==> config.mk <==
export PLATFORM = sky130hd
export DESIGN_NAME = froggerTop
export DESIGN_NICKNAME = d
export VERILOG_FILES = /design/src/verilog/fieldPkg.sv /design/src/verilog/gamePkg.sv /design/src/verilog/laneIf.sv /design/src/verilog/froggerTop.sv /design/src/verilog/gameCore.sv /design/src/verilog/moveDecoder.sv /design/src/verilog/scoreDisplay.sv /design/src/verilog/trafficLanes.sv
export SDC_FILE = /design/constraint.sdc
export NUM_CORES = 1
export LEC_CHECK = 0
export BUFFER_PORTS_ARGS = -buffer_cell sky130_fd_sc_hd__buf_4
export CORE_MARGIN = 2
export CORE_UTILIZATION = 45
export CTS_BUF_LIST = sky130_fd_sc_hd__clkbuf_2
export CTS_CLUSTER_DIAMETER = 50
export DETAILED_ROUTE_END_ITERATION = 12
export SLEW_MARGIN = 20
export SYNTH_ARGS = -nofsm -noshare
export SYNTH_HDL_FRONTEND = slang
export SYNTH_HIERARCHICAL = 1
export SYNTH_SLANG_ARGS = --single-unit
==> constraint.sdc <==
create_clock -name i_Clk -period 5.5 [get_ports i_Clk]
set_clock_uncertainty 0.2 [all_clocks]
set_input_delay 0.275 -clock i_Clk [delete_from_list [all_inputs] [get_ports i_Clk]]
set_output_delay 0.275 -clock i_Clk [all_outputs]
set_load 0.03 [all_outputs]
==> src/verilog/fieldPkg.sv <==
package fieldPkg;

    // column index, wide enough for a field of up to 32 tiles
    typedef logic [4:0] tileX_t;

    // row index, row 0 is the start bank and the last row is the far bank
    typedef logic [2:0] tileY_t;

    localparam int NUM_LANES = 4;

    // start bank, four lanes and the far bank
    localparam int NUM_ROWS = NUM_LANES + 2;

    localparam tileY_t START_ROW = 3'd0;
    localparam tileY_t GOAL_ROW  = tileY_t'(NUM_ROWS - 1);

    // lane i starts its car at column 4*i + 2
    localparam tileX_t CAR_START [NUM_LANES] = '{
        5'd2,
        5'd6,
        5'd10,
        5'd14
    };

endpackage

==> src/verilog/gamePkg.sv <==
package gamePkg;

    // game flow states, IDLE waits for all four switches to be held
    typedef enum logic
    {
        IDLE    = 1'b0,
        RUNNING = 1'b1
    } gameState_t;

    // commands decoded from the switch presses
    typedef enum logic [2:0]
    {
        CMD_NONE  = 3'd0,
        CMD_UP    = 3'd1,
        CMD_LEFT  = 3'd2,
        CMD_RIGHT = 3'd3,
        CMD_DOWN  = 3'd4,
        CMD_START = 3'd5
    } cmd_t;

    // one hex digit of score, wraps from 15 back to 0
    typedef logic [3:0] score_t;

    // switch 1 is up, 2 is left, 3 is right and 4 is down
    localparam int NUM_SWITCHES = 4;

endpackage

==> src/verilog/laneIf.sv <==
`timescale 1ns/1ps

interface laneIf;
    import fieldPkg::*;
    import gamePkg::*;

    // one car column per lane, lane 0 is row 1
    tileX_t [NUM_LANES-1:0] carX;

    // set bit means the car in that lane moves right
    logic [NUM_LANES-1:0] laneDir;

    // pulses for one cycle when the frog reaches the far bank
    logic levelUp;

    // follows the score and sets the car speed
    score_t level;

    modport core (input carX, output levelUp, output level);

    modport lanes (output carX, output laneDir, input levelUp, input level);

endinterface

==> src/verilog/froggerTop.sv <==
`timescale 1ns/1ps

module froggerTop #(
    parameter int DEBOUNCE_LIMIT = 250000,
    parameter int FIELD_W        = 16,
    parameter int BASE_X         = 8,
    parameter int CAR_PERIOD     = 12500000
) (
    input  logic             i_Clk,
    input  logic             i_reset,
    input  logic             i_Switch1,
    input  logic             i_Switch2,
    input  logic             i_Switch3,
    input  logic             i_Switch4,
    output logic             o_Active,
    output fieldPkg::tileX_t o_FrogX,
    output fieldPkg::tileY_t o_FrogY,
    output logic [6:0]       o_Segments
);
    import gamePkg::*;

    logic   cmdValid;
    cmd_t   cmd;
    score_t score;

    laneIf lanesBus ();

    // switch 1 lands in bit 0 and decodes as up
    moveDecoder #(
        .DEBOUNCE_LIMIT(DEBOUNCE_LIMIT)
    ) moveDecoderInst (
        .i_Clk     (i_Clk),
        .i_reset   (i_reset),
        .i_Switch  ({i_Switch4, i_Switch3, i_Switch2, i_Switch1}),
        .o_CmdValid(cmdValid),
        .o_Cmd     (cmd)
    );

    gameCore #(
        .FIELD_W(FIELD_W),
        .BASE_X (BASE_X)
    ) gameCoreInst (
        .i_Clk     (i_Clk),
        .i_reset   (i_reset),
        .i_CmdValid(cmdValid),
        .i_Cmd     (cmd),
        .lanes     (lanesBus.core),
        .o_Active  (o_Active),
        .o_FrogX   (o_FrogX),
        .o_FrogY   (o_FrogY),
        .o_Score   (score)
    );

    trafficLanes #(
        .FIELD_W   (FIELD_W),
        .CAR_PERIOD(CAR_PERIOD)
    ) trafficLanesInst (
        .i_Clk  (i_Clk),
        .i_reset(i_reset),
        .lanes  (lanesBus.lanes)
    );

    scoreDisplay scoreDisplayInst (
        .i_Clk     (i_Clk),
        .i_reset   (i_reset),
        .i_Score   (score),
        .o_Segments(o_Segments)
    );

endmodule

==> src/verilog/gameCore.sv <==
`timescale 1ns/1ps

module gameCore #(
    parameter int FIELD_W = 16,
    parameter int BASE_X  = 8
) (
    input  logic             i_Clk,
    input  logic             i_reset,
    input  logic             i_CmdValid,
    input  gamePkg::cmd_t    i_Cmd,
    laneIf.core              lanes,
    output logic             o_Active,
    output fieldPkg::tileX_t o_FrogX,
    output fieldPkg::tileY_t o_FrogY,
    output gamePkg::score_t  o_Score
);
    import gamePkg::*;
    import fieldPkg::*;

    localparam tileX_t RIGHT_EDGE = tileX_t'(FIELD_W - 1);
    localparam tileX_t BASE_COL   = tileX_t'(BASE_X);

    gameState_t state;
    tileX_t     frogX;
    tileY_t     frogY;
    score_t     score;
    logic       levelUp;
    logic       hit;

    // the frog is hit when it shares a tile with the car of the lane it stands in
    always_comb
    begin
        hit = 1'b0;
        for (int lane = 0; lane < NUM_LANES; lane++)
        begin
            if (frogY == tileY_t'(lane + 1) && frogX == lanes.carX[lane])
            begin
                hit = 1'b1;
            end
        end
    end

    always_ff @(posedge i_Clk)
    begin
        if (i_reset)
        begin
            state   <= IDLE;
            frogX   <= BASE_COL;
            frogY   <= START_ROW;
            score   <= '0;
            levelUp <= 1'b0;
        end
        else
        begin
            levelUp <= 1'b0;
            // a hit wins over any command arriving in the same cycle
            if (state == RUNNING && hit)
            begin
                state <= IDLE;
                frogX <= BASE_COL;
                frogY <= START_ROW;
                score <= '0;
            end
            else if (i_CmdValid)
            begin
                case (state)
                    IDLE:
                    begin
                        if (i_Cmd == CMD_START)
                        begin
                            state <= RUNNING;
                            frogX <= BASE_COL;
                            frogY <= START_ROW;
                        end
                    end
                    default:
                    begin
                        case (i_Cmd)
                            CMD_UP:
                            begin
                                if (frogY + 1'b1 == GOAL_ROW)
                                begin
                                    score   <= score + 1'b1;
                                    frogX   <= BASE_COL;
                                    frogY   <= START_ROW;
                                    levelUp <= 1'b1;
                                end
                                else
                                begin
                                    frogY <= frogY + 1'b1;
                                end
                            end
                            CMD_DOWN:
                            begin
                                if (frogY != START_ROW)
                                begin
                                    frogY <= frogY - 1'b1;
                                end
                            end
                            CMD_LEFT:
                            begin
                                if (frogX != '0)
                                begin
                                    frogX <= frogX - 1'b1;
                                end
                            end
                            CMD_RIGHT:
                            begin
                                if (frogX != RIGHT_EDGE)
                                begin
                                    frogX <= frogX + 1'b1;
                                end
                            end
                            default:
                            begin
                                frogX <= frogX;
                            end
                        endcase
                    end
                endcase
            end
        end
    end

    assign o_Active      = (state == RUNNING);
    assign o_FrogX       = frogX;
    assign o_FrogY       = frogY;
    assign o_Score       = score;
    assign lanes.levelUp = levelUp;
    assign lanes.level   = score;

endmodule

==> src/verilog/moveDecoder.sv <==
`timescale 1ns/1ps

module moveDecoder #(
    parameter int DEBOUNCE_LIMIT = 250000
) (
    input  logic                              i_Clk,
    input  logic                              i_reset,
    input  logic [gamePkg::NUM_SWITCHES-1:0]  i_Switch,
    output logic                              o_CmdValid,
    output gamePkg::cmd_t                     o_Cmd
);
    import gamePkg::*;

    localparam int CNT_W = $clog2(DEBOUNCE_LIMIT + 1);

    logic [CNT_W-1:0]        stableCount [NUM_SWITCHES];
    logic [NUM_SWITCHES-1:0] debounced;
    logic [NUM_SWITCHES-1:0] prevDebounced;
    logic [NUM_SWITCHES-1:0] newPress;
    cmd_t                    decodedCmd;

    // a switch has to disagree with its debounced level for DEBOUNCE_LIMIT cycles in a row
    always_ff @(posedge i_Clk)
    begin
        if (i_reset)
        begin
            debounced <= '0;
            for (int sw = 0; sw < NUM_SWITCHES; sw++)
            begin
                stableCount[sw] <= '0;
            end
        end
        else
        begin
            for (int sw = 0; sw < NUM_SWITCHES; sw++)
            begin
                if (i_Switch[sw] == debounced[sw])
                begin
                    stableCount[sw] <= '0;
                end
                else if (stableCount[sw] == CNT_W'(DEBOUNCE_LIMIT - 1))
                begin
                    debounced[sw]   <= i_Switch[sw];
                    stableCount[sw] <= '0;
                end
                else
                begin
                    stableCount[sw] <= stableCount[sw] + 1'b1;
                end
            end
        end
    end

    // only switches that just went down count, so releases stay silent
    assign newPress = debounced & ~prevDebounced;

    always_comb
    begin
        if (&debounced)
        begin
            decodedCmd = CMD_START;
        end
        else if (debounced[0])
        begin
            decodedCmd = CMD_UP;
        end
        else if (debounced[1])
        begin
            decodedCmd = CMD_LEFT;
        end
        else if (debounced[2])
        begin
            decodedCmd = CMD_RIGHT;
        end
        else if (debounced[3])
        begin
            decodedCmd = CMD_DOWN;
        end
        else
        begin
            decodedCmd = CMD_NONE;
        end
    end

    always_ff @(posedge i_Clk)
    begin
        if (i_reset)
        begin
            prevDebounced <= '0;
            o_CmdValid    <= 1'b0;
            o_Cmd         <= CMD_NONE;
        end
        else
        begin
            prevDebounced <= debounced;
            o_CmdValid    <= |newPress;
            o_Cmd         <= (|newPress) ? decodedCmd : CMD_NONE;
        end
    end

endmodule

==> src/verilog/scoreDisplay.sv <==
`timescale 1ns/1ps

module scoreDisplay (
    input  logic            i_Clk,
    input  logic            i_reset,
    input  gamePkg::score_t i_Score,
    output logic [6:0]      o_Segments
);
    import gamePkg::*;

    // bit 6 is segment a down to bit 0 for segment g, a lit segment is 1
    localparam logic [6:0] DIGIT_ZERO = 7'b1111110;

    logic [6:0] pattern;

    always_comb
    begin
        case (i_Score)
            4'h0: pattern = DIGIT_ZERO;
            4'h1: pattern = 7'b0110000;
            4'h2: pattern = 7'b1101101;
            4'h3: pattern = 7'b1111001;
            4'h4: pattern = 7'b0110011;
            4'h5: pattern = 7'b1011011;
            4'h6: pattern = 7'b1011111;
            4'h7: pattern = 7'b1110000;
            4'h8: pattern = 7'b1111111;
            4'h9: pattern = 7'b1111011;
            4'hA: pattern = 7'b1110111;
            4'hB: pattern = 7'b0011111;
            4'hC: pattern = 7'b1001110;
            4'hD: pattern = 7'b0111101;
            4'hE: pattern = 7'b1001111;
            default: pattern = 7'b1000111;
        endcase
    end

    always_ff @(posedge i_Clk)
    begin
        if (i_reset)
        begin
            o_Segments <= DIGIT_ZERO;
        end
        else
        begin
            o_Segments <= pattern;
        end
    end

endmodule

==> src/verilog/trafficLanes.sv <==
`timescale 1ns/1ps

module trafficLanes #(
    parameter int FIELD_W    = 16,
    parameter int CAR_PERIOD = 12500000
) (
    input  logic i_Clk,
    input  logic i_reset,
    laneIf.lanes lanes
);
    import fieldPkg::*;

    localparam int         CNT_W      = $clog2(CAR_PERIOD + 1);
    localparam tileX_t     RIGHT_EDGE = tileX_t'(FIELD_W - 1);
    localparam logic [3:0] LFSR_SEED  = 4'b1001;

    logic [CNT_W-1:0]       stepCount;
    logic [CNT_W-1:0]       stepLimit;
    logic [1:0]             speedShift;
    logic                   stepTick;
    logic [3:0]             lfsr;
    logic [NUM_LANES-1:0]   dirBits;
    tileX_t [NUM_LANES-1:0] carPos;

    // each point halves the step period, three halvings at most
    assign speedShift = (lanes.level > 4'd3) ? 2'd3 : lanes.level[1:0];
    assign stepLimit  = CNT_W'(CAR_PERIOD) >> speedShift;
    assign stepTick   = (stepCount + 1'b1) >= stepLimit;

    always_ff @(posedge i_Clk)
    begin
        if (i_reset || stepTick)
        begin
            stepCount <= '0;
        end
        else
        begin
            stepCount <= stepCount + 1'b1;
        end
    end

    // x^4 + x^3 + 1, runs through all 15 nonzero states
    always_ff @(posedge i_Clk)
    begin
        if (i_reset)
        begin
            lfsr    <= LFSR_SEED;
            dirBits <= LFSR_SEED;
        end
        else
        begin
            lfsr <= {lfsr[2:0], lfsr[3] ^ lfsr[2]};
            if (lanes.levelUp || dirBits == '0)
            begin
                dirBits <= lfsr;
            end
        end
    end

    always_ff @(posedge i_Clk)
    begin
        if (i_reset)
        begin
            for (int lane = 0; lane < NUM_LANES; lane++)
            begin
                carPos[lane] <= CAR_START[lane];
            end
        end
        else if (stepTick)
        begin
            for (int lane = 0; lane < NUM_LANES; lane++)
            begin
                if (dirBits[lane])
                begin
                    carPos[lane] <= (carPos[lane] == RIGHT_EDGE) ? '0 : carPos[lane] + 1'b1;
                end
                else
                begin
                    carPos[lane] <= (carPos[lane] == '0) ? RIGHT_EDGE : carPos[lane] - 1'b1;
                end
            end
        end
    end

    assign lanes.carX    = carPos;
    assign lanes.laneDir = dirBits;

endmodule
==> flow_metrics.py <==
metrics = {
    "drt": {
        "wl_per_cell_microns": 14.1,
        "drt_wl_total_mm": 18.8,
        "antenna_left": 0,
        "first_pass_iters": 5,
        "vias": 7056,
        "drt_iter0_drc": 393,
        "via_per_inst": 5.27,
        "drc": 0,
    },
    "sta": {
        "hold_viol": 0,
        "worst_slack_ns": 1.10,
        "drv_slew": 0,
        "tns_ns": 0,
        "post-route-period-util_pct": 80.1,
        "setup-violations-final": 0,
        "timing.slew.headroom_pct": 35.6,
        "timing.fmax_mhz": 227,
        "rsz0062_at_grt": "no",
        "worst_pin_slew_ns": 0.967,
        "post-route-min-period_ns": 4.40,
    },
    "logic_synthesis": {
        "syn_avg_cell_area_sq_um": 9.58,
        "yosysWarnings": 6,
        "ys_types": 82,
        "netlist_area_sq_um": 9330,
        "synth-edff-count": 72,
        "synthFlopType": "dfxtp_1",
        "postSynthCellCount": 974,
        "ys_seq_area_share_pct": 41.4,
        "synthArstFlopShare_pct": 0,
        "synth-seq-cells": 157,
    },
    "clocking": {
        "cts.path.max_buffers": 2,
        "path_clk_slew_ns": 0.23,
        "h-tree-depth": 4,
        "insertion_delay_ns": 0.72,
        "cts_setup_buffers": 0,
        "root_buffer": "clkbuf_2",
        "cts.sinks": 157,
        "cts_buffers": 17,
        "cts.repair.resized": 0,
        "ctsHoldBuffers": 6,
        "cts_tree": "built",
    },
    "pwr": {
        "p_leak_uw": 0.00384,
        "power_density_nw_per_um2": 208,
        "irDropWorstVdd_mv": 0.208,
    },
    "setup_path": {
        "endpoint": "trafficLanesInst/lanes.carX[15]",
        "crit_buf_inv": 1,
        "rr_endpoint": "trafficLanesInst/lanes.carX[15]",
        "r2r-start": "trafficLanesInst/stepCount[5]",
        "reg2reg_slack_ns": 1.10,
        "cp-start-kind": "flop",
        "critPathKind": "flop to flop",
        "path_max_fanout": 16,
        "crit_start": "trafficLanesInst/stepCount[5]",
        "r2r_cells": 13,
        "crit_path_cell_trace": "nand4_2, nor4_4, nand3_1, xnor2_1, ha_1, a21o_1, a21oi_1, nor2b_1, a2111oi_4, a2111o_1, nand2_1, buf_4, o311ai_0",
        "slowest_delay_ns": 0.50,
        "crit_family": "compound AO/OA/AOI/OAI gates",
        "end_kind": "flop",
        "cp.depth": 13,
        "crit_path_top_delay_cell": "a2111o_1",
        "required_ns": 5.92,
        "worstPathArrival_ns": 4.83,
    },
    "grt": {
        "use_met2_pct": 29.0,
        "grt_pass1_wl_mm": 31.8,
        "grt_max_degree": 67,
        "top_usage_layer": "met2",
        "grt.overflow.total": 0,
        "antenna_found_initial": 1,
        "grt_usage_pct": 17.7,
        "met3_usage_pct": 3.58,
        "grt_use_met1_pct": 24.1,
        "grt_pass1_vias": 6591,
    },
    "run_status": {
        "outcome": "finished, final reports clean",
    },
    "die": {
        "die_h_microns": 148,
        "row_count": 52,
        "ios": 22,
        "die_w_microns": 148,
        "dieArea_sq_um": 21900,
        "placeableCoreArea_sq_um": 20300,
        "initial_core_util_pct": 45.9,
    },
    "flow_run": {
        "cap_viol_max_count": 0,
    },
    "place": {
        "dp_hpwl_mm": 13.1,
        "port_buffers": 21,
        "dp_slack_ns": 1.15,
        "place_congestion": 0.817,
    },
    "hold_path": {
        "hold_class": "primary input to flop",
    },
    "layout": {
        "drive_above_1_share_pct": 8.61,
        "nets": 1111,
        "synthToLayoutAreaGrowth_pct": 9.81,
    },
}
Yosys cell counts, types with 6 or more instances:
library cell | n | area (sq um)
or4_1 | 6 | 45.0
nand2b_1 | 9 | 56.3
buf_2 | 9 | 45.0
inv_1 | 50 | 188
nor3_1 | 48 | 240
a211oi_1 | 8 | 60.1
nor2b_1 | 11 | 68.8
o22ai_1 | 8 | 50.1
a21oi_1 | 29 | 145
nand4_1 | 30 | 188
xor2_1 | 38 | 333
nor4_1 | 27 | 169
a31oi_1 | 8 | 50.1
buf_4 | 9 | 67.6
and3_1 | 11 | 68.8
nand2_1 | 38 | 143
clkbuf_1 | 16 | 60.1
or3_1 | 6 | 37.5
dfxtp_1 | 85 | 1700
nor2_1 | 114 | 428
nor4b_1 | 6 | 52.6
ha_1 | 49 | 613
xnor2_1 | 79 | 692
mux2i_1 | 15 | 150
nor3b_1 | 22 | 165
edfxtp_1 | 72 | 2160
nand3_1 | 47 | 235
o21ai_0 | 22 | 110
cells by family after synthesis:
kind of cell	count (synthesis)	synth area share (%)
xor+xnor	117	11.0
compound gates	129	10.1
buf+inv	91	4.55
mux	17	1.85
fa+ha+maj	50	6.79
flops	157	41.4
other cells	1	0.0402
simple gates	412	24.2
cells in the final DEF, fill, tap and decap left out, drive strengths merged, types with 12 or more instances in the layout:
master    n
xnor2    79
nor3     49
nor4     30
conb     72
nor2    114
nand4    31
a21oi    31
buf      25
edfxtp   72
inv      52
and3     12
nand2    38
nor3b    23
xor2     38
mux2i    15
nand3    47
ha       49
clkbuf   19
o21ai    27
dfxtp    85
area by class of cell:
class,instances,area [sq um]
fillers,1972,10100
multi-input cells,797,5310
flip-flops and latches,157,3860
well taps,270,338
repair buffers,31,248
inverters,51,191
clock inverters,13,188
clock buffers,19,95.1
diodes,2,5.00
registers in the layout (all words and copies together) (netlist names):
name	flops
moveDecoderInst/stableCount	72
trafficLanesInst/stepCount	24
trafficLanesInst/lanes.carX	20
scoreDisplayInst/o_Segments	7
gameCoreInst/o_FrogX	5
gameCoreInst/lanes.level	4
moveDecoderInst/debounced	4
moveDecoderInst/prevDebounced	4
trafficLanesInst/lanes.laneDir	4
trafficLanesInst/lfsr	4
gameCoreInst/o_FrogY	3
moveDecoderInst/o_Cmd	3
gameCoreInst/lanes.levelUp	1
gameCoreInst/o_Active	1
moveDecoderInst/o_CmdValid	1
where the power goes:
part / switching, uW / internal [uW] / leakage (uW)
sequential: 36.3 / 1260 / 0.00143
combinational: 56.7 / 39.8 / 0.00225
clock: 430 / 305 / 0.000161
total: 523 / 1600 / 0.00384
through the flow:
step	area [sq um]	power (uW)	util [%]	hold WS, ns	instances
after floorplan	9590	1380	-	0.148	1045
after global placement	9890	1410	48.7	0.260	1300
after detailed placement	9890	1410	48.7	0.263	1300
after CTS	10200	2150	50.4	0.107	1338
after global routing	10200	2220	50.4	0.0923	1340
final	10200	2130	50.4	0.174	1340
worst min-delay path, cell delays in order:
cell and delay (ns):
dlygate4sd3_1 0.53, buf_4 0.15, inv_1 0.04, o41ai_1 0.06
per-layer routing:
metal	wire length [microns]	up-vias	part of all wire (%)
met5	0	-	0
li1	-	3628	-
met3	512	10	2.7
met2	8690	81	46
met1	9510	3337	50
met4	139	0	0.74
how the worst min path moves through the flow:
stage                                   from                        endpoint  slack (ns)  cells after the start
finish                             i_Switch1    moveDecoderInst/debounced[0]        0.17                      4
global route                       i_Switch1    moveDecoderInst/debounced[0]        0.09                      4
CTS                                i_Switch1    moveDecoderInst/debounced[0]        0.11                      4
detailed placement  trafficLanesInst/lfsr[1]        trafficLanesInst/lfsr[2]        0.26                      1
global placement    trafficLanesInst/lfsr[1]        trafficLanesInst/lfsr[2]        0.26                      1
floorplan                            i_reset  scoreDisplayInst/o_Segments[0]        0.15                      1
Power figures use the tool's default switching activity.
